File: src/source/fetchPkg.sv
// Fetch and branch prediction types
package fetchPkg;

	// Address and bundle geometry
	localparam int pcWidth = 32;
	localparam int slotCount = 4;
	localparam int slotBytes = 8;
	// Sequential increment of the PC
	localparam int bundleBytes = 32;

	typedef logic [pcWidth-1:0] pcAddr;

	// Control instruction kinds, encoding shared with the later pipeline
	typedef enum logic [1:0]
	{
		brReturn = 2'b00,
		brCall = 2'b01,
		brJump = 2'b10,
		brConditional = 2'b11
	} branchType;

	// Redirect request from recovery, exception, execute or decode
	typedef struct packed
	{
		logic valid;
		pcAddr target;
	} pcRedirect;

	// Resolved branch, sent in program order
	typedef struct packed
	{
		logic valid;
		pcAddr pc;
		pcAddr target;
		branchType kind;
		logic taken;
	} branchUpdate;

	// Per slot prediction, target already holds the RAS top for returns
	typedef struct packed
	{
		logic btbHit;
		branchType kind;
		logic taken;
		pcAddr target;
	} slotPrediction;

	typedef slotPrediction [slotCount-1:0] bundlePrediction;

endpackage

File: src/source/branchPredictor.sv
// Bimodal direction predictor
module branchPredictor
#(
	parameter int predictorSets = 64
)
(
	input logic clk,
	input logic reset,
	input fetchPkg::pcAddr pc_i,
	input fetchPkg::pcAddr updatePc_i,
	input logic updateTaken_i,
	input logic updateEn_i,
	output logic [fetchPkg::slotCount-1:0] taken_o
);

	localparam int slotLow = $clog2(fetchPkg::slotBytes);
	localparam int slotBits = $clog2(fetchPkg::slotCount);
	localparam int offsetBits = $clog2(fetchPkg::bundleBytes);
	localparam int indexBits = $clog2(predictorSets);

	// Two bit saturating counters, one bank per slot
	logic [1:0] counterTable [fetchPkg::slotCount][predictorSets];

	logic [indexBits-1:0] readIndex;
	logic [slotBits-1:0] writeBank;
	logic [indexBits-1:0] writeIndex;
	logic [1:0] oldCount;

	assign readIndex = pc_i[offsetBits +: indexBits];
	assign writeBank = updatePc_i[slotLow +: slotBits];
	assign writeIndex = updatePc_i[offsetBits +: indexBits];
	assign oldCount = counterTable[writeBank][writeIndex];

	// Upper counter bit is the direction
	always_comb
	begin
		for (int s = 0; s < fetchPkg::slotCount; s++)
		begin
			taken_o[s] = counterTable[s][readIndex][1];
		end
	end

	always_ff @(posedge clk)
	begin
		if (reset)
		begin
			// Weakly not taken
			for (int s = 0; s < fetchPkg::slotCount; s++)
			begin
				for (int e = 0; e < predictorSets; e++)
				begin
					counterTable[s][e] <= 2'b01;
				end
			end
		end
		else if (updateEn_i)
		begin
			// Step toward the outcome, hold at 00 and 11
			if (updateTaken_i && oldCount != 2'b11)
			begin
				counterTable[writeBank][writeIndex] <= oldCount + 2'd1;
			end
			else if (!updateTaken_i && oldCount != 2'b00)
			begin
				counterTable[writeBank][writeIndex] <= oldCount - 2'd1;
			end
		end
	end

endmodule

File: config.mk
export PLATFORM = sky130hd
export DESIGN_NAME = branchPredictor
export DESIGN_NICKNAME = d
export VERILOG_FILES = /design/src/source/fetchPkg.sv /design/src/source/branchPredictor.sv
export SDC_FILE = /design/constraint.sdc
export NUM_CORES = 1
export LEC_CHECK = 0
export BUFFER_PORTS_ARGS = -buffer_cell sky130_fd_sc_hd__buf_2
export CORE_MARGIN = 2
export CORE_UTILIZATION = 55
export CTS_BUF_LIST = sky130_fd_sc_hd__clkbuf_4 sky130_fd_sc_hd__clkbuf_8
export DETAILED_ROUTE_END_ITERATION = 16
export GPL_TIMING_DRIVEN = 1
export HOLD_SLACK_MARGIN = 0.05
export PLACE_DENSITY_LB_ADDON = 0.08
export REMOVE_ABC_BUFFERS = 1
export SYNTH_ARGS = -nofsm -noshare
export SYNTH_HDL_FRONTEND = slang
export SYNTH_SLANG_ARGS = --single-unit
export TNS_END_PERCENT = 30
File: constraint.sdc
create_clock -name clk -period 5.2 [get_ports clk]
set_input_delay 0.52 -clock clk [delete_from_list [all_inputs] [get_ports clk]]
set_output_delay 0.52 -clock clk [all_outputs]
set_load 0.05 [all_outputs]
==> results.md <==
* Synth-to-Final Area Change at 9.234%
* Capturing point of the worst reg2reg path: counterTable[3][120]
* Setup TNS at 0 ns
* Largest Register: counterTable
* Setup bufs post-CTS at 0
* Final GP Congestion at 0.9413
* Period utilization at 84.98%
* DRT antenna net count at 0
* Sequential fraction of the synthesis area at 53.09%
* Hold Crit Class: primary input to flip-flop
* Worst slew margin at 16.36%
* Yosys reg bits at 512
* Critical path endpoint category: flip-flop
* Fraction of layout cells with a size suffix above 1 at 30.88%
* Maxcap violations at 0
* First-pass GRT wire length at 140.6 mm
* Max VDD drop at 0.2008 mV
* Cell area power density at 302.3 mW/mm^2
* Resized Gates After CTS at 0
* Number of setup violations in the final report at 0
* Leakage at 10.14 nW
* Crit Path Class: primary input to flip-flop
* Slew Viols, Final at 0
* Top Registers: counterTable: 512 flops
* H-tree levels at 3
* Area leader, netlist: edfxtp_1
* Worst hold start: reset
* Worst-skew pair later-pin latency at 0.72 ns
* Initial antenna violation count at 4
* Layout Nets at 2,380
* Max reg flops at 512
* Critical Path RT at 5.60 ns
* Placed wire-length estimate at 62.24 mm
* Post-Syn Instances at 2,345
* DR WL/cell at 31.26 um
* Fillers at 4,172
* Post-synth EDFFs at 512
* TritonCTS clock tree: built
* Core footprint at 0.05234 mm^2
* Mean Syn Cell Area at 12.35 um^2
* Arr. time, crit path at 4.82 ns
* Startpoint Class: primary input
* Hold-fix buffer count after cts at 0
* CTS clock-pin slew for the worst setup and hold paths at 0.06 ns
* CTS buffer count at 90
* Port-buffer cells at 21
* Worst hold path stage count at 2
* R2r setup slk at 0.89 ns
* Async set-or-reset flop fraction in the synthesized netlist at 0%
* Drt pass-1 iters at 6
* Endpoints failing hold at 0
* Final core occ at 60.43%
* Vias at 21,740
* Remaining DRCs at 0
* Routed Wire Length at 95.96 mm
* Boundary pin count at 72
* Die ar. at 0.05450 mm^2
* Vias in the first global route at 21,200
* Clk_skew at 0.04854 ns
* Min Clock Period, post-route at 4.419 ns
* Top post-synthesis cells by area: edfxtp_1 (53%), mux4_2 (13%), o31ai_1 (6.6%), or2_2 (5.6%), nor2_1 (4.3%)
* Worst slew pin tran at 1.250 ns
* DRT iter0 DRCs at 3,051
* Seq pwr share at 48.7%
* FF/Latch Area at 0.01537 mm^2
* Avg Vias per Cell at 7.080
* Clk buf depth at 3
* Sw Ratio at 27.74%
* Die X at 233.5 um
* Area of the multi-input gates at 0.01241 mm^2
* Die H at 233.5 um
* Starting Density at 55.33%
* NetSw at 0.002653 W
* Fmax at 226.3 MHz
* R2R depth at 14
* Endpoint, Worst Hold: counterTable[3][27]
* Syn. warnings at 0
* Synth cell types at 62
* GRT Util Overall at 35.83%
* Comb power frac at 13.1%
* Worst-path maximum fanout at 91
* Largest net degree at the start of global routing at 186
* GRT overflow at 0
* Main synth FF type: edfxtp_1
* Post-synth top area share at 53.09%
* RSZ-0062 raised after global routing: false
* CTS sink count at 512
* Worst r2r src: counterTable[1][45]
* Row count at 84
* Mapped Area at 0.02896 mm^2
* Internal Power at 0.006911 W
* Root buffer selected by CTS: clkbuf_8
* Clock Power Share at 38.2%
* Status: finished clean
[worst max path at each step]
stage | cells past startpoint | end | slack, ns | from
3_3_place_gp | 15 | counterTable[2][3] | 0.21 | updatePc_i[3]
3_5_place_dp | 16 | counterTable[3][121] | 0.14 | updatePc_i[3]
6_report | 9 | counterTable[1][46] | 0.78 | updatePc_i[3]
2_1_floorplan | 12 | counterTable[0][100] | -11.61 | updatePc_i[6]
4_1_cts | 15 | counterTable[2][2] | 0.88 | updatePc_i[3]
5_1_grt | 15 | counterTable[2][2] | 0.55 | updatePc_i[3]
[metrics by stage]
stage               setup WS, ns  cell area [um^2]  hold slack, ns  power [W]  std cells
floorplan                 -11.61             27700          0.7346   0.005328       2070
CTS                       0.8841             31620          0.4919   0.009545       3065
global route              0.5494             31620          0.5414   0.009786       3065
global placement          0.2131             29930           1.220   0.005941       2906
finish                    0.7813             31630          0.5229   0.009563       3070
detailed placement        0.1442             29930           1.233   0.005959       2906
[cell type report]
type	instances	area share, %
diodes	5	0.03956
clock buffers	122	4.715
clock inverters	37	0.6210
inverters	2	0.02373
multi-input cells	1556	39.22
flip-flops and latches	512	48.61
well taps	688	2.721
repair buffers	148	4.054
[layer usage]
layer  wire (um)  part of all wire (%)  track usage, %
met5          24                 0.025               0
met2       43680                    46           54.36
met4        4224                   4.4           16.08
met3       12080                    13           8.801
met1       35950                    37           49.20
[placed cells by master (no fill, tap or decap), types with 7 or more instances in the layout]
cell and count:
nand2b_1 8, buf_2 17, o31ai_1 255, a21oi_1 15, mux4_2 163, edfxtp_1 512, clkinv_2 7, clkinv_1 24
clkbuf_8 93, nand2_1 75, and2_1 7, nor2b_1 11, nor2_1 328, mux2_2 17, mux4_1 25, buf_4 112
or2_2 257, mux2i_1 48, nor3_1 207, buf_12 16, nand4_1 9, nand3_1 27, a22oi_1 17, clkbuf_4 30
[critical path: stages]
cell       delay (ns)
buf_6            0.41
buf_4            0.30
and2b_1          0.35
a221oi_1         0.34
a211oi_1         0.16
a2111oi_4        0.48
buf_4            0.93
buf_4            0.89
o31ai_1          0.18
[Yosys cell counts, types with 11 or more instances]
master / number
a21oi_1: 15
nand2_1: 78
a22oi_1: 17
or2_2: 258
nand3_1: 28
buf_2: 104
nor2_1: 328
mux4_2: 163
mux2_2: 17
nor3_1: 207
mux2i_1: 48
buf_1: 18
clkbuf_1: 139
mux4_1: 25
o31ai_1: 255
nor2b_1: 11
edfxtp_1: 512
[power groups by stage]
stage               Combinational (W)  Sequential (W)  Clock [W]
finish                        0.00125         0.00466    0.00365
global route                  0.00129         0.00466    0.00384
CTS                           0.00122         0.00466    0.00367
detailed placement            0.00122         0.00474          0
global placement              0.00120         0.00474          0
floorplan                    0.000618         0.00471          0
[kinds of logic after synthesis]
family	after synthesis	synth area share, %
mux	253	17.27
compound gates	344	8.948
simple gates	955	16.17
fa+ha+maj	2	0.08640
buf+inv	277	4.377
flops	512	53.09
xor+xnor	2	0.06050
No activity file was read; power rests on OpenSTA's default activity.
