==> config.mk <==
export PLATFORM = sky130hd
export DESIGN_NAME = instructionCache
export DESIGN_NICKNAME = d
export VERILOG_FILES = /design/src/source/fetchPkg.sv /design/src/source/icachePkg.sv /design/src/source/instructionCache.sv
export SDC_FILE = /design/constraint.sdc
export NUM_CORES = 2
export LEC_CHECK = 0
export BUFFER_PORTS_ARGS = -buffer_cell sky130_fd_sc_hd__buf_4
export CAP_MARGIN = 20
export CORE_MARGIN = 5
export CORE_UTILIZATION = 33
export CTS_BUF_LIST = sky130_fd_sc_hd__clkbuf_16
export CTS_CLUSTER_DIAMETER = 120
export DETAILED_ROUTE_END_ITERATION = 10
export PLACE_DENSITY = 0.47
export SYNTH_ARGS = -nofsm -noshare
export SYNTH_HDL_FRONTEND = slang
export SYNTH_MEMORY_MAX_BITS = 65536
export SYNTH_SLANG_ARGS = --single-unit
==> constraint.sdc <==
create_clock -name clk -period 26.7 [get_ports clk]
set_input_delay 4.005 -clock clk [delete_from_list [all_inputs] [get_ports clk]]
set_output_delay 4.005 -clock clk [all_outputs]
set_load 0.005 [all_outputs]
==> src/source/fetchPkg.sv <==
// Fetch and branch prediction types
package fetchPkg;

	// Address and bundle geometry
	localparam int pcWidth = 32;
	localparam int slotCount = 4;
	localparam int slotBytes = 8;
	// Sequential increment of the PC
	localparam int bundleBytes = 32;

	typedef logic [pcWidth-1:0] pcAddr;

	// Control instruction kinds, encoding shared with the later pipeline
	typedef enum logic [1:0]
	{
		brReturn = 2'b00,
		brCall = 2'b01,
		brJump = 2'b10,
		brConditional = 2'b11
	} branchType;

	// Redirect request from recovery, exception, execute or decode
	typedef struct packed
	{
		logic valid;
		pcAddr target;
	} pcRedirect;

	// Resolved branch, sent in program order
	typedef struct packed
	{
		logic valid;
		pcAddr pc;
		pcAddr target;
		branchType kind;
		logic taken;
	} branchUpdate;

	// Per slot prediction, target already holds the RAS top for returns
	typedef struct packed
	{
		logic btbHit;
		branchType kind;
		logic taken;
		pcAddr target;
	} slotPrediction;

	typedef slotPrediction [slotCount-1:0] bundlePrediction;

endpackage

==> src/source/icachePkg.sv <==
// Instruction cache line types
package icachePkg;

	// One instruction slot
	typedef logic [63:0] instrWord;

	// Whole bundle as held by one cache line, slot 0 in the low word
	typedef instrWord [fetchPkg::slotCount-1:0] fetchLine;

	// Line fill from lower memory, single cycle strobe on valid
	typedef struct packed
	{
		logic valid;
		fetchPkg::pcAddr addr;
		fetchLine data;
	} lineFill;

endpackage

==> src/source/instructionCache.sv <==
// Direct mapped instruction cache
module instructionCache
#(
	parameter int cacheLines = 16
)
(
	input logic clk,
	input logic reset,
	input fetchPkg::pcAddr pc_i,
	input icachePkg::lineFill fill_i,
	output icachePkg::fetchLine line_o,
	output logic hit_o
);

	// One line holds exactly one bundle
	localparam int offsetBits = $clog2(fetchPkg::bundleBytes);
	localparam int indexBits = $clog2(cacheLines);
	localparam int tagBits = fetchPkg::pcWidth - offsetBits - indexBits;

	icachePkg::fetchLine dataTable [cacheLines];
	logic [tagBits-1:0] tagTable [cacheLines];
	logic validTable [cacheLines];

	logic [indexBits-1:0] readIndex;
	logic [tagBits-1:0] readTag;
	logic [indexBits-1:0] fillIndex;
	logic [tagBits-1:0] fillTag;

	assign readIndex = pc_i[offsetBits +: indexBits];
	assign readTag = pc_i[fetchPkg::pcWidth-1 -: tagBits];
	assign fillIndex = fill_i.addr[offsetBits +: indexBits];
	assign fillTag = fill_i.addr[fetchPkg::pcWidth-1 -: tagBits];

	// Combinational read, the fill becomes visible after its edge
	assign line_o = dataTable[readIndex];
	assign hit_o = validTable[readIndex] && (tagTable[readIndex] == readTag);

	always_ff @(posedge clk)
	begin
		if (reset)
		begin
			for (int e = 0; e < cacheLines; e++)
			begin
				validTable[e] <= 1'b0;
			end
		end
		else if (fill_i.valid)
		begin
			validTable[fillIndex] <= 1'b1;
		end
	end

	// Line data and tag
	always_ff @(posedge clk)
	begin
		if (fill_i.valid)
		begin
			dataTable[fillIndex] <= fill_i.data;
			tagTable[fillIndex] <= fillTag;
		end
	end

endmodule

==> results.md <==
- Vias/cell: about 5.1
- First-pass GRT wire length: 628 mm
- Pre-Repair DR Iteration Count: 5
- Synth Cell Area: 169000 um^2
- Simple-gate share of the synthesized area: 0.00838
- Post-CTS sizing: 0
- Hold slack final: about 0.47 ns
- Hold-fix buffers, CTS: 0
- Multi-input logic area: 32800 um^2
- GRT Overall Usage: 0.167
- Number of fill cells in the layout: 45.2k
- Hold depth: 2
- Reg clk slew, reported paths: about 0.060 ns
- CTS root buf: clkbuf_16
- # clock sinks: 4480
- P_leak: approximately 60 nW
- Final wirelength: between 400 and 500 mm
- Largest net degree at the start of global routing: between 100 and 150
- Max-Cap Viols: 0
- Fraction of layout cells with a size suffix above 1: 0.348
- Maximum clock rate: 70.9 MHz
- Startpoint types: input pin
- Wire per inst: about 30 um
- Post-synth cell types: 54
- Post-CTS setup buffer count: 0
- Synthesized flop and latch total: between 4k and 5k
- Max_slew headroom: 0.222
- Synth top area share: 0.795
- Fin crit share: 0.528
- Fraction of the mapped netlist area in adder cells: 0
- I/O Pins: 580
- Req. time, crit path: 22.69 ns
- Vias: 75.7k
- HP Class: register to register
- TritonCTS Buffers: 473
- RSZ-0062 raised after global routing: false
- Post-synthesis mux area share: 0.180
- Place WS: 12.08 ns
- Sequential area share after synthesis: 0.797
- Deepest clock path buffer count: 4
- Final setup vio count: 0
- Outcome: finished clean
- Antenna violations before repair: between 100 and 150
- Warnings from Yosys: 0
- Layout Skew: 0 ns
- Largest cells by area after synthesis: edfxtp_1, mux4_2, nand2_1, buf_2, clkbuf_1
- Largest family of logic cells by synthesized area: multiplexers
- Leading area contributor after synthesis: edfxtp_1
- Initial Util: 0.331
- Post-Synthesis Cells: 6636
- Post-Syn Nets: 6959
- Critical Path End Type: primary output
- Layout area overhead: 16.9%
- Final TNS setup: 0 ns
- Placer congestion estimate: 0.718
- Final worst slack: 12.60 ns
- Placed cell count: 13.8k
- FF+latch area: 134000 um^2
- Area of the core: around 500000 um^2
- HPWL after DPL: 234 mm
- Worst vdd ir: approximately 0.06 mV
- Die height: 725 um
- Overall power: 15.2 mW
- Nets: 7853
- Gr ovfl total: 0
- XOR/XNOR Fraction of Synth Area: 0.000935
- Vias in the first global route: 80.6k
- R2r worst-path depth: 2
- CTS tree: done
- Starting DRT DRC Count: 6326
- DRC viols: 0
- Post-synth EDFFs: between 4k and 5k
- Final-report max-slew violation count: 0
- Async SR Flop Fraction: 0
- Final std cells w/o fill: 14.7k
- Worst skew pair latency: 0.98 ns
- Actual slew at the worst max-slew pin: 1.17 ns
- Die W: 725 um
- Top FF cell, synth: edfxtp_1
- PwrDens: 76.9 nW/um^2
- Mean Syn Cell Area: between 20 and 30 um^2
- Kind of critical path: input pin to primary output
- Std-Cell Rows: 262
- Post-DRT Antenna Nets: 0
- Number of I/O port buffers: 569
- Die ar.: 525000 um^2
- H-tree depth: 5
- Critical Path Fanout Max: 125
- Final Hold Viols: 0
- Compound-gate portion of the synthesized area: 0.00391
- Final worst path period need: ~14 ns
- Worst endpoint data arrival time: 10.10 ns
## worst max-delay path: stages
cell	delay [ns]
buf_8	0.48
buf_12	0.49
buf_12	0.59
buf_4	0.90
buf_4	0.89
buf_4	0.83
mux4_2	0.43
mux4_2	0.55
buf_4	0.17
## cell usage in the layout, fill, tap and decap left out, drive strengths merged, types with 4 or more instances in the layout
cell / count
edfxtp: 4464
mux4: 1328
buf: 757
clkbuf: 474
clkinv: 248
nand2: 176
inv: 108
nor2: 56
mux2i: 48
bufinv: 43
and3: 41
a31oi: 40
diode: 30
dfxtp: 16
a21oi: 13
o21ai: 13
clkinvlp: 12
a22oi: 10
xor2: 9
xnor2: 9
nand3: 8
nand2b: 8
nor3: 5
a221oi: 4
nand4: 4
## synthesized netlist by cell type, types with 4 or more instances
| cell type | instances |
|---|---|
| nand3_1 | 8 |
| nand2_1 | 176 |
| a221oi_1 | 4 |
| edfxtp_1 | 4464 |
| nor2_1 | 55 |
| inv_1 | 4 |
| nand4_1 | 4 |
| a22oi_1 | 10 |
| dfxtp_1 | 16 |
| mux4_2 | 1326 |
| buf_1 | 50 |
| nor3_1 | 5 |
| and3_1 | 41 |
| nand2b_1 | 8 |
| xnor2_1 | 9 |
| clkbuf_1 | 150 |
| buf_2 | 119 |
| xor2_1 | 9 |
| a21oi_1 | 13 |
| o21ai_0 | 12 |
| buf_4 | 16 |
| mux2i_1 | 48 |
| a31oi_1 | 40 |
## flip-flops by register name, summed over array words and instances, names as in the netlist
name        flops
dataTable    4096
tagTable      368
validTable     16
## layout make-up
class / instances / share of cell area
clock inverter: 406 / 0.0176
clock buffer: 474 / 0.0602
multi-input combinational: 1813 / 0.166
timing repair buffer: 757 / 0.0304
sequential: 4480 / 0.682
antenna: 30 / 0.000381
inverter: 5 / 0.000146
tap: 6732 / 0.0428
## worst paths after layout
kind,startpoint,end,slack [ns]
worst max-delay path,pc_i[6],line_o[189],12.60
worst min-delay path,validTable[6],validTable[6],0.47
worst max register to register,validTable[1],validTable[1],26.09
worst min register to register,validTable[6],validTable[6],0.47
## cell families after synthesis
group,after synthesis
flops,4480
compound gates,100
simple gates,317
mux,1378
buf+inv,343
xor+xnor,18
## where the power goes
part / switching (mW) / leakage, nW / internal (mW)
registers: 0.0278 / 40.5 / 7.88
clock network: 2.78 / 7.83 / 3.65
logic: 0.461 / 13.6 / 0.360
total: 3.26 / 61.8 / 11.9
## routing by layer
layer | vias up | GRT usage | wire, um | part of all wire
li1 | 30800 | - | - | -
met1 | 42100 | 0.229 | 192000 | 0.43
met2 | 2015 | 0.272 | 217000 | 0.48
met3 | 708 | 0.0338 | 26800 | 0.060
met4 | 62 | 0.0433 | 11500 | 0.026
met5 | - | 0 | 390 | 0.00087
## stage by stage
stage | area (um^2) | util
after floorplan | 169000 | -
after global placement | 182000 | 0.357
after detailed placement | 182000 | 0.357
after CTS | 197000 | 0.387
after global routing | 197000 | 0.387
final | 197000 | 0.387
(Power assumes the default switching activity.)
