===== config.mk =====
export PLATFORM = sky130hd
export DESIGN_NAME = returnAddressStack
export DESIGN_NICKNAME = d
export VERILOG_FILES = /design/src/source/fetchPkg.sv /design/src/source/returnAddressStack.sv
export SDC_FILE = /design/constraint.sdc
export NUM_CORES = 1
export LEC_CHECK = 0
export ABC_AREA = 1
export ABC_CLOCK_PERIOD_IN_PS = 2630
export BUFFER_PORTS_ARGS = -buffer_cell sky130_fd_sc_hd__buf_2
export CAP_MARGIN = 15
export CORE_MARGIN = 5
export CORE_UTILIZATION = 45
export CTS_BUF_LIST = sky130_fd_sc_hd__clkbuf_4
export DETAILED_ROUTE_END_ITERATION = 12
export GPL_TIMING_DRIVEN = 0
export PLACE_DENSITY = 0.64
export SETUP_SLACK_MARGIN = 0.4
export SYNTH_ARGS = -nofsm -noshare
export SYNTH_HDL_FRONTEND = slang
export SYNTH_SLANG_ARGS = --single-unit

===== constraint.sdc =====
create_clock -name clk -period 2.63 [get_ports clk]
set_input_delay 0.3945 -clock clk [delete_from_list [all_inputs] [get_ports clk]]
set_output_delay 0.3945 -clock clk [all_outputs]
set_load 0.005 [all_outputs]

===== src/source/fetchPkg.sv =====
// Fetch and branch prediction types
package fetchPkg;

	// Address and bundle geometry
	localparam int pcWidth = 32;
	localparam int slotCount = 4;
	localparam int slotBytes = 8;
	// Sequential increment of the PC
	localparam int bundleBytes = 32;

	typedef logic [pcWidth-1:0] pcAddr;

	// Control instruction kinds, encoding shared with the later pipeline
	typedef enum logic [1:0]
	{
		brReturn = 2'b00,
		brCall = 2'b01,
		brJump = 2'b10,
		brConditional = 2'b11
	} branchType;

	// Redirect request from recovery, exception, execute or decode
	typedef struct packed
	{
		logic valid;
		pcAddr target;
	} pcRedirect;

	// Resolved branch, sent in program order
	typedef struct packed
	{
		logic valid;
		pcAddr pc;
		pcAddr target;
		branchType kind;
		logic taken;
	} branchUpdate;

	// Per slot prediction, target already holds the RAS top for returns
	typedef struct packed
	{
		logic btbHit;
		branchType kind;
		logic taken;
		pcAddr target;
	} slotPrediction;

	typedef slotPrediction [slotCount-1:0] bundlePrediction;

endpackage


===== src/source/returnAddressStack.sv =====
// Circular return address stack
module returnAddressStack
#(
	parameter int rasDepth = 8
)
(
	input logic clk,
	input logic reset,
	input logic push_i,
	input logic pop_i,
	input fetchPkg::pcAddr pushAddr_i,
	output fetchPkg::pcAddr top_o
);

	localparam int ptrBits = $clog2(rasDepth);

	fetchPkg::pcAddr stackTable [rasDepth];
	logic [ptrBits-1:0] topPtr;
	logic [ptrBits-1:0] abovePtr;

	// Pointer arithmetic wraps, overflow drops the oldest entry
	assign abovePtr = topPtr + 1'b1;
	assign top_o = stackTable[topPtr];

	always_ff @(posedge clk)
	begin
		if (reset)
		begin
			topPtr <= '0;
			for (int e = 0; e < rasDepth; e++)
			begin
				stackTable[e] <= '0;
			end
		end
		else if (push_i)
		begin
			stackTable[abovePtr] <= pushAddr_i;
			topPtr <= abovePtr;
		end
		else if (pop_i)
		begin
			// Underflow wraps to the other end
			topPtr <= topPtr - 1'b1;
		end
	end

endmodule


==> flow_metrics.env, run 1 <==
export IMPL_critical_path_arrival_ps=1980
export IMPL_synth_area_top_cells="edfxtp_1 61%, nand2_1 13%, inv_1 8.9%"
export IMPL_leakagePower_nw=7.54
export IMPL_grt_pass1_vias=9733
export IMPL_overflow=0
export IMPL_grtUsageMet2_pct=36.2
export IMPL_cp_required_ps=2240
export IMPL_drc=0
export IMPL_wire_per_inst_um=17.0
export IMPL_final_hold_violation_count=0
export IMPL_rows=61
export IMPL_synth_edf_count=256
export IMPL_drtIter0Drc=961
export IMPL_finalSetupTns_ps=0
export IMPL_relSlewSlack_pct=17.3
export IMPL_place_gp_congestion=0.805
export IMPL_ios=68
export IMPL_antenna_found_initial=2
export IMPL_yosysMostFrequentCell="nand2_1"
export IMPL_cts_root_buffer="clkbuf_4"
export IMPL_syn_num_nets=1511
export IMPL_worstRegToRegCells=7
export IMPL_fin_skew_ps=36.1
export IMPL_area_delta_synth_final_pct=23.7
export IMPL_drtPass1Iterations=5
export IMPL_cts_made_buffers=71
export IMPL_yosysTopAreaCell="edfxtp_1"
export IMPL_fillCellCount=2439
export IMPL_postSynthAreaPerCell_sq_um=8.57
export IMPL_ctsLongestPathBuffers=3
export IMPL_met3_usage_pct=4.32
export IMPL_dpl_worst_slack_ps=-134
export IMPL_outcome="complete, no violations"
export IMPL_cts_sinks=262
export IMPL_critical_path_class="register to output pin"
export IMPL_ant_nets=0
export IMPL_routed_wl_um=35100
export IMPL_grt_pass1_wl_um=52500
export IMPL_cp_start_kind="register"
export IMPL_clkPwrFrac_pct=33.1
export IMPL_layout_setup_ws_ps=260
export IMPL_nNetsFinal=1683
export IMPL_switchingPower_mw=2.84
export IMPL_r2r_end="stackTable[6][11]$_SDFFCE_PN0P_"
export IMPL_period_needed_ps=2370
export IMPL_switching_share_pct=28.1
export IMPL_reg2reg_from="topPtr[0]$_SDFFE_PP0N_"
export IMPL_synthArstFlopShare_pct=0
export IMPL_crit_end="top_o[2]"
export IMPL_grt_max_degree=33
export IMPL_slew_viol_final=0
export IMPL_grt_usage_pct=21.8
export IMPL_drive_gt1_share_pct=19.9
export IMPL_post_dp_hpwl_um=20900
export IMPL_synth_ff_type="edfxtp_1"
export IMPL_ys_ff_latch=262
export IMPL_busiest_layer="met2"
export IMPL_seqPwrFrac_pct=48.4
export IMPL_max_cap_violations=0
export IMPL_syn_inst=1473
export IMPL_die_area_sq_um=31500
export IMPL_hp_class="input pin to register"
export IMPL_ys_seq_area_share_pct=61.8
export IMPL_htreeDepth=3
export IMPL_vias=10100
export IMPL_end_kind="output pin"
export IMPL_powerDensity_nw_per_um2=647
export IMPL_core_area_sq_um=27700
export IMPL_holdWs_ps=115
export IMPL_die_w_um=177
export IMPL_finalCritPeriodShare_pct=90.1
export IMPL_io_buffers=67
export IMPL_yosys_cell_types_count=15
export IMPL_syn_area_sq_um=12600
export IMPL_drt_vias_per_instance=4.89
export IMPL_synth_top_area_share_pct=60.9
export IMPL_worstPathMaxFanout=10
export IMPL_die_h_um=177
export IMPL_share_comb_of_total_power_pct=18.4
export IMPL_ys_warn_count=0
export IMPL_insertion_delay_ps=670
export IMPL_ir_drop_mv=0.283
export IMPL_cts_tree="built"
export IMPL_worst_pin_slew_ps=1240
export IMPL_rsz0062_at_grt="true"
export IMPL_p_int_mw=7.27
export IMPL_path_clk_slew_ps=60
export IMPL_r2r_slack_ps=370
export IMPL_fmaxAchievable_mhz=422
export IMPL_synth_common_cells="436 x nand2_1, 299 x inv_1, 260 x nor2_1"
export IMPL_initial_core_util_pct=45.6
export IMPL_setup_viol=0
export IMPL_grt_use_met1_pct=28.5
[what timing repair did]
item                       in CTS  in global routing
setup buffers                  12                  0
gates resized for setup       166                 62
setup endpoints to repair     288                267
pin swaps                      18                 19
hold buffers                    1                  0
hold endpoints to repair        2                  0
cloned                         10                  7
[placed cells by master, fill, tap and decap left out, types with 12 or more instances in the layout]
master / synthesis / layout
nand3_2: 0 / 20
buf_4: 0 / 18
edfxtp_1: 256 / 256
buf_6: 0 / 16
buf_2: 59 / 81
nand2_1: 436 / 399
buf_12: 0 / 12
inv_1: 299 / 297
nand2_4: 0 / 14
nand3_1: 132 / 112
clkinv_1: 0 / 13
buf_8: 0 / 15
nor2_1: 260 / 260
clkbuf_4: 0 / 108
nand2_2: 0 / 20
[critical path: stages, from the launching register on]
cell     delay (ps)
dfxtp_4         400
buf_12          180
buf_8           150
nand2_1          70
nand3_1         110
nand2_1          70
nand2_1          80
nand2_1          90
buf_2           140
[power groups by stage]
| stage | logic, mW | clock network (mW) | registers, mW |
|---|---|---|---|
| floorplan | 0.897 | 0 | 4.96 |
| global placement | 1.41 | 0 | 4.98 |
| detailed placement | 1.44 | 0 | 4.98 |
| CTS | 1.73 | 3.39 | 4.89 |
| global route | 2.04 | 3.60 | 4.91 |
| finish | 1.86 | 3.35 | 4.90 |
[flip-flops by register name, summed over array words and instances, names as in the netlist, named ones only]
| signal | count |
|---|---|
| stackTable | 256 |
| topPtr | 3 |
[metrics by stage]
stage / utilization [%] / total power [mW] / instances / instance area, sq um
2_1_floorplan: - / 5.86 / 1473 / 12600
3_3_place_gp: 48.5 / 6.38 / 1918 / 13400
3_5_place_dp: 48.8 / 6.42 / 1920 / 13500
4_1_cts: 54.9 / 10.0 / 2057 / 15200
5_1_grt: 56.4 / 10.6 / 2066 / 15600
6_report: 56.4 / 10.1 / 2066 / 15600
[layout make-up]
cell class	count	area [sq um]	area share [%]
clock buffers	100	751	4.81
inverters	300	1140	7.29
plain buffers	73	739	4.74
repair buffers	93	872	5.58
clock inverters	14	53.8	0.345
flip-flops and latches	262	7810	50.0
diodes	2	5.00	0.0321
multi-input cells	844	3770	24.1
well taps	378	473	3.03
[metal layers]
layer / wire [um] / vias up / part of all wire (%)
li1: - / 4879 / -
met1: 14100 / 4712 / 40
met2: 16600 / 423 / 47
met3: 3140 / 96 / 9.0
met4: 1190 / 0 / 3.4
met5: 0 / - / 0
[kinds of logic (layout without fill, tap and decap cells)]
logic type	Yosys count	after routing	share of synthesized area (%)
and+or+nand+nor	828	834	25.9
buffers and inverters	373	580	11.7
DFF	262	262	61.8
AOI/OAI and AO/OA	7	7	0.287
adders and majority gates	2	2	0.198
xor gates and xnor gates	1	1	0.0694
other	0	2	0
[worst min path at each step]
stage | startpoint | endpoint | cells after the start
5_1_grt | pop_i | register | 5
6_report | pop_i | register | 5
3_3_place_gp | topPtr[0]$_SDFFE_PP0N_ | topPtr[0]$_SDFFE_PP0N_ | 1
4_1_cts | pop_i | register | 5
3_5_place_dp | topPtr[0]$_SDFFE_PP0N_ | topPtr[0]$_SDFFE_PP0N_ | 1
2_1_floorplan | topPtr[0]$_SDFFE_PP0N_ | register | 1
Power figures use the tool's default switching activity.
==> run 2, diff against run 1 <==
- ABC_CLOCK_PERIOD_IN_PS: 2630 -> 2700
- clock period: 2.63 -> 2.7 ns (I/O delays scaled with it)
==> run 2 against run 1 <==
- worst hold slack gained 8.8 ps
- first-iteration DRC count shrank 10%
- flip-flop and latch count is the same
- final cell count shrank 0.39%
- core utilization shrank 0.63 points
- global-route usage shrank 0.65 points
- sequential share of layout area grew 0.56 points
- via count is essentially flat
- count of clock-buffer cells in the layout is the same
- critical endpoint is now stackTable[6][11]$_SDFFCE_PN0P_
- largest power group unchanged
==> flow_metrics.env, run 2 (synthesized netlist as in run 1, its figures left out) <==
export IMPL_worstPathMaxFanout=16
export IMPL_final_cell_mix="403 x nand2_1, 297 x inv_1, 260 x nor2_1"
export IMPL_place_gp_congestion=0.805
export IMPL_power_total_mw=9.79
export IMPL_vias=10100
export IMPL_antenna_found_initial=1
export IMPL_post_dp_hpwl_um=20900
export IMPL_overflow=0
export IMPL_largest_reg_flops=256
export IMPL_grt_pass1_wl_um=51400
export IMPL_finalCritPeriodShare_pct=87.0
export IMPL_final_common_cell="nand2_1"
export IMPL_die_h_um=177
export IMPL_cts_sinks=262
export IMPL_drive_gt1_share_pct=19.0
export IMPL_grt_max_degree=33
export IMPL_leakagePower_nw=7.49
export IMPL_grt_pass1_vias=9587
export IMPL_ctsLongestPathBuffers=3
export IMPL_rows=61
export IMPL_setup_viol=0
export IMPL_cts_made_buffers=71
export IMPL_final_hold_violation_count=0
export IMPL_htreeDepth=3
export IMPL_ant_nets=0
export IMPL_period_needed_ps=2350
export IMPL_die_area_sq_um=31500
export IMPL_initial_core_util_pct=45.6
export IMPL_min_from="pop_i"
export IMPL_finalSetupTns_ps=0
export IMPL_reg2reg_from="topPtr[0]$_SDFFE_PP0N_"
export IMPL_wire_per_inst_um=16.6
export IMPL_ios=68
export IMPL_rsz0062_at_grt="true"
export IMPL_cts_root_buffer="clkbuf_4"
export IMPL_drt_vias_per_instance=4.91
export IMPL_slew_viol_final=0
export IMPL_reg_top3="stackTable (256), topPtr (3)"
export IMPL_path_clk_slew_ps=60
export IMPL_cts_tree="built"
export IMPL_cp_start_kind="register"
export IMPL_core_area_sq_um=27700
export IMPL_io_buffers=67
export IMPL_crit_path_start="topPtr[0]$_SDFFE_PP0N_"
export IMPL_relSlewSlack_pct=39.7
export IMPL_die_w_um=177
export IMPL_drtPass1Iterations=5
export IMPL_end_kind="register"
export IMPL_critical_path_class="register to register"
export IMPL_r2r_end="stackTable[6][11]$_SDFFCE_PN0P_"
export IMPL_top_register="stackTable"
export IMPL_hp_class="input pin to register"
export IMPL_worstRegToRegCells=7
export IMPL_drtIter0Drc=865
export IMPL_grt_usage_pct=21.2
export IMPL_cp_required_ps=3030
export IMPL_drc=0
export IMPL_hold_path_depth=5
export IMPL_place_area_sq_um=13500
export IMPL_outcome="complete, no violations"
export IMPL_worst_pin_slew_ps=905
export IMPL_insertion_delay_ps=660
export IMPL_critical_path_arrival_ps=2670
export IMPL_powerDensity_nw_per_um2=634
export IMPL_fmaxAchievable_mhz=426
export IMPL_max_cap_violations=0
export IMPL_routed_wl_um=34100
export IMPL_r2r_slack_ps=350
export IMPL_nNetsFinal=1676
export IMPL_holdWs_ps=124
export IMPL_final_area_sq_um=15400
export IMPL_ir_drop_mv=0.269
export IMPL_layout_setup_ws_ps=352
export IMPL_dpl_worst_slack_ps=-63.9
export IMPL_area_delta_synth_final_pct=22.3
export IMPL_fin_skew_ps=33.4
==> run 2: cell count changes in the layout (fill, tap and decap cells not counted), sizes merged <==
| cell | change |
|---|---|
| diode | -1 |
| nand2 | -2 |
| buf | -5 |
==> run 2: worst max-delay path by stage <==
stage	to	slack, ps	depth (start not counted)
finish	stackTable[6][11]$_SDFFCE_PN0P_	350	7
floorplan	stackTable[2][0]$_SDFFCE_PN0P_	480	5
CTS	top_o[13]	350	9
global placement	stackTable[2][15]$_SDFFCE_PN0P_	-540	7
detailed placement	stackTable[1][7]$_SDFFCE_PN0P_	-60	6
global route	top_o[28]	290	9
==> run 2: per-stage QoR <==
stage	instances	utilization, %
finish	2058	55.7
global route	2058	55.7
CTS	2047	54.1
detailed placement	1920	48.8
global placement	1918	48.5
floorplan	1473	-
==> run 2: per-layer routing <==
| layer | wire [um] | global-route usage, % | vias up |
|---|---|---|---|
| li1 | - | - | 4869 |
| met5 | 0 | 0 | - |
| met3 | 3120 | 4.20 | 83 |
| met4 | 844 | 6.54 | 0 |
| met1 | 13700 | 27.6 | 4719 |
| met2 | 16400 | 35.8 | 431 |
==> run 2: cell type report <==
| type | instances | area (sq um) |
|---|---|---|
| sequential | 262 | 7810 |
| tap | 378 | 473 |
| buffer | 73 | 746 |
| inverter | 300 | 1140 |
| timing repair buffer | 88 | 748 |
| clock buffer | 100 | 751 |
| clock inverter | 14 | 53.8 |
| fill | 2459 | 12300 |
| antenna | 1 | 2.50 |
| multi-input combinational | 842 | 3720 |
==> run 2: what timing repair did <==
item	4_1_cts	5_1_grt
setup endpoints to repair	282	260
gates cloned	5	9
hold buffers	1	0
pin swaps	26	52
gates resized for setup	161	60
hold endpoints to repair	2	0
buffers inserted	7	0
==> run 2: where the power goes <==
group / switching (mW) / internal [mW] / total, mW
registers: 0.0625 / 4.70 / 4.77
logic: 1.10 / 0.657 / 1.76
clock network: 1.59 / 1.68 / 3.27
total: 2.75 / 7.05 / 9.79
==> run 2: critical path: stages (launching register included) <==
cell and delay [ps]:
dfxtp_1 420, inv_1 90, ha_1 410, inv_1 120, nor2_1 160, nand2_1 240, clkbuf_4 340, nand2_8 230
==> run 3, diff against run 2 <==
- ABC_CLOCK_PERIOD_IN_PS: 2700 -> 2029
- PLACE_DENSITY: 0.64 -> 0.66
- clock period: 2.7 -> 2.03 ns (I/O delays scaled with it)
==> run 3 against run 2 <==
- the flow now finishes with violations (negative setup slack)
- via count increased by 7.0%
- worst hold slack got worse by 85 ps
- non-clock buffer count increased by 22
- total power increased by 38%
- first-iteration DRC count increased by 20%
- sequential power increased by 33%
- flip-flop and latch count unchanged
- global-route usage increased by 1.6 points
- critical endpoint is now top_o[1]
- setup slack got worse by 570 ps
- clock power increased by 39%
==> flow_metrics.env, run 3 (synthesized netlist as in run 1, its figures left out) <==
export IMPL_final_cell_mix="398 x nand2_1, 294 x inv_1, 256 x edfxtp_1"
export IMPL_critical_path_buf_inv_count=4
export IMPL_fmaxAchievable_mhz=444
export IMPL_fin_skew_ps=28.1
export IMPL_r2r_end="stackTable[5][26]$_SDFFCE_PN0P_"
export IMPL_power_total_mw=13.5
export IMPL_final_common_cell="nand2_1"
export IMPL_ir_drop_mv=0.406
export IMPL_finalCritPeriodShare_pct=111
export IMPL_final_hold_violation_count=0
export IMPL_cp_cell_sequence="inv_6 > buf_12 > buf_8 > nand2_1 > nand3_1 > nand2_1 > nand2_1 > nand2_2 > buf_2"
export IMPL_fillCellCount=2270
export IMPL_setup_viol=32
export IMPL_io_buffers=67
export IMPL_area_delta_synth_final_pct=30.3
export IMPL_nNetsFinal=1717
export IMPL_die_area_sq_um=31500
export IMPL_overflow=0
export IMPL_worstRegToRegCells=9
export IMPL_initial_core_util_pct=45.6
export IMPL_reg_top3="stackTable (256), topPtr (3)"
export IMPL_layout_setup_ws_ps=-222
export IMPL_post_dp_hpwl_um=21000
export IMPL_final_area_sq_um=16400
export IMPL_hold_path_depth=4
export IMPL_top_register="stackTable"
export IMPL_hp_class="input pin to register"
export IMPL_antenna_found_initial=1
export IMPL_slowest_delay_ps=410
export IMPL_ios=68
export IMPL_finalSetupTns_ps=-5490
export IMPL_seq_area_sq_um=7820
export IMPL_cp_required_ps=1730
export IMPL_grt_max_degree=33
export IMPL_drive_gt1_share_pct=23.9
export IMPL_violations="negative setup slack"
export IMPL_drc=0
export IMPL_dpl_worst_slack_ps=-232
export IMPL_reg2reg_from="topPtr[0]$_SDFFE_PP0N_"
export IMPL_max_cap_violations=0
export IMPL_slew_viol_final=0
export IMPL_ctsLongestPathBuffers=3
export IMPL_ant_nets=0
export IMPL_min_from="pop_i"
export IMPL_insertion_delay_ps=680
export IMPL_period_needed_ps=2250
export IMPL_drtPass1Iterations=5
export IMPL_critical_path_class="register to output pin"
export IMPL_vias=10800
export IMPL_outcome="finished with violations"
export IMPL_drtIter0Drc=1034
export IMPL_die_h_um=177
export IMPL_holdWs_ps=38.8
export IMPL_die_w_um=177
export IMPL_powerDensity_nw_per_um2=822
export IMPL_leakagePower_nw=7.82
export IMPL_cts_made_buffers=72
export IMPL_rsz0062_at_grt="true"
export IMPL_routed_wl_um=40000
export IMPL_critical_path_arrival_ps=1950
export IMPL_drt_vias_per_instance=5.15
export IMPL_grt_pass1_wl_um=54000
export IMPL_cts_sinks=262
export IMPL_grt_pass1_vias=9875
export IMPL_worstPathMaxFanout=7
export IMPL_grt_usage_pct=22.8
export IMPL_path_clk_slew_ps=60
export IMPL_r2r_slack_ps=160
export IMPL_core_area_sq_um=27700
export IMPL_cp_start_kind="register"
export IMPL_cp_common_cell="nand2_1"
export IMPL_rows=61
export IMPL_cts_root_buffer="clkbuf_4"
export IMPL_critical_path_slowest_cell="dfxtp_4"
export IMPL_place_gp_congestion=0.779
export IMPL_largest_reg_flops=256
export IMPL_wire_per_inst_um=19.0
export IMPL_end_kind="output pin"
export IMPL_cts_tree="built"
export IMPL_multi_input_area_sq_um=4360
export IMPL_worst_pin_slew_ps=967
export IMPL_place_area_sq_um=13600
export IMPL_path_delay_family="buffers and inverters"
export IMPL_relSlewSlack_pct=35.5
export IMPL_htreeDepth=3
==> run 3: cell types whose count changed in the layout (fill, tap and decap cells not counted), moves of 9 or more <==
cell     before  now
nor2_1      260  227
nor2_2        0    9
buf_12        8   30
buf_4        13   32
nor2_4        0   24
nand2_8      10   30
==> run 3: worst max path at each step <==
stage	slack, ps	start	end	cells after the start
floorplan	390	topPtr[0]$_SDFFE_PP0N_	stackTable[4][0]$_SDFFCE_PN0P_	8
global placement	-310	register	top_o[0]	6
detailed placement	-230	register	top_o[0]	6
CTS	-170	register	top_o[25]	8
global route	-300	register	top_o[1]	9
finish	-220	register	top_o[1]	9
==> run 3: what timing repair did <==
item | 4_1_cts | 5_1_grt
cloned | 9 | 17
setup buffers | 11 | 25
setup endpoints to repair | 498 | 454
pin swaps | 14 | 34
hold buffers | 2 | 0
endpoints found under the hold margin | 2 | 0
resized for setup | 178 | 169
==> run 3: through the flow <==
stage               cells  util [%]
floorplan            1473         -
global placement     1918      49.2
detailed placement   1918      49.2
CTS                  2056      55.2
global route         2100      59.4
finish               2100      59.4
==> run 3: layout make-up <==
| type | count | share of cell area [%] |
|---|---|---|
| Antenna cell | 1 | 0.0152 |
| Clock buffer | 105 | 4.79 |
| Clock inverter | 11 | 0.251 |
| Buffer | 73 | 5.87 |
| Multi-Input combinational cell | 860 | 26.5 |
| Inverter | 300 | 6.96 |
| Timing Repair Buffer | 110 | 5.18 |
| Sequential cell | 262 | 47.5 |
| Tap cell | 378 | 2.88 |
==> run 3: layer usage <==
layer  global-route usage [%]  vias up  share of wire, %
met5                        0        -                 0
li1                         -     4977                 -
met3                     4.15      161                11
met4                     9.18        0               5.4
met1                     29.4     5010                37
met2                     38.1      661                47
==> run 3: worst min-delay path, delay by kind of cell <==
| kind | cells | cell delay [ps] |
|---|---|---|
| simple gates | 1 | 120 |
| compound gates | 1 | 100 |
| buf+inv | 2 | 120 |
==> run 3: report_power, final <==
group	switching (mW)	internal (mW)	total [mW]
Clock	2.21	2.34	4.55
Combinational	1.67	0.952	2.62
Sequential	0.0928	6.26	6.35
Total	3.97	9.55	13.5
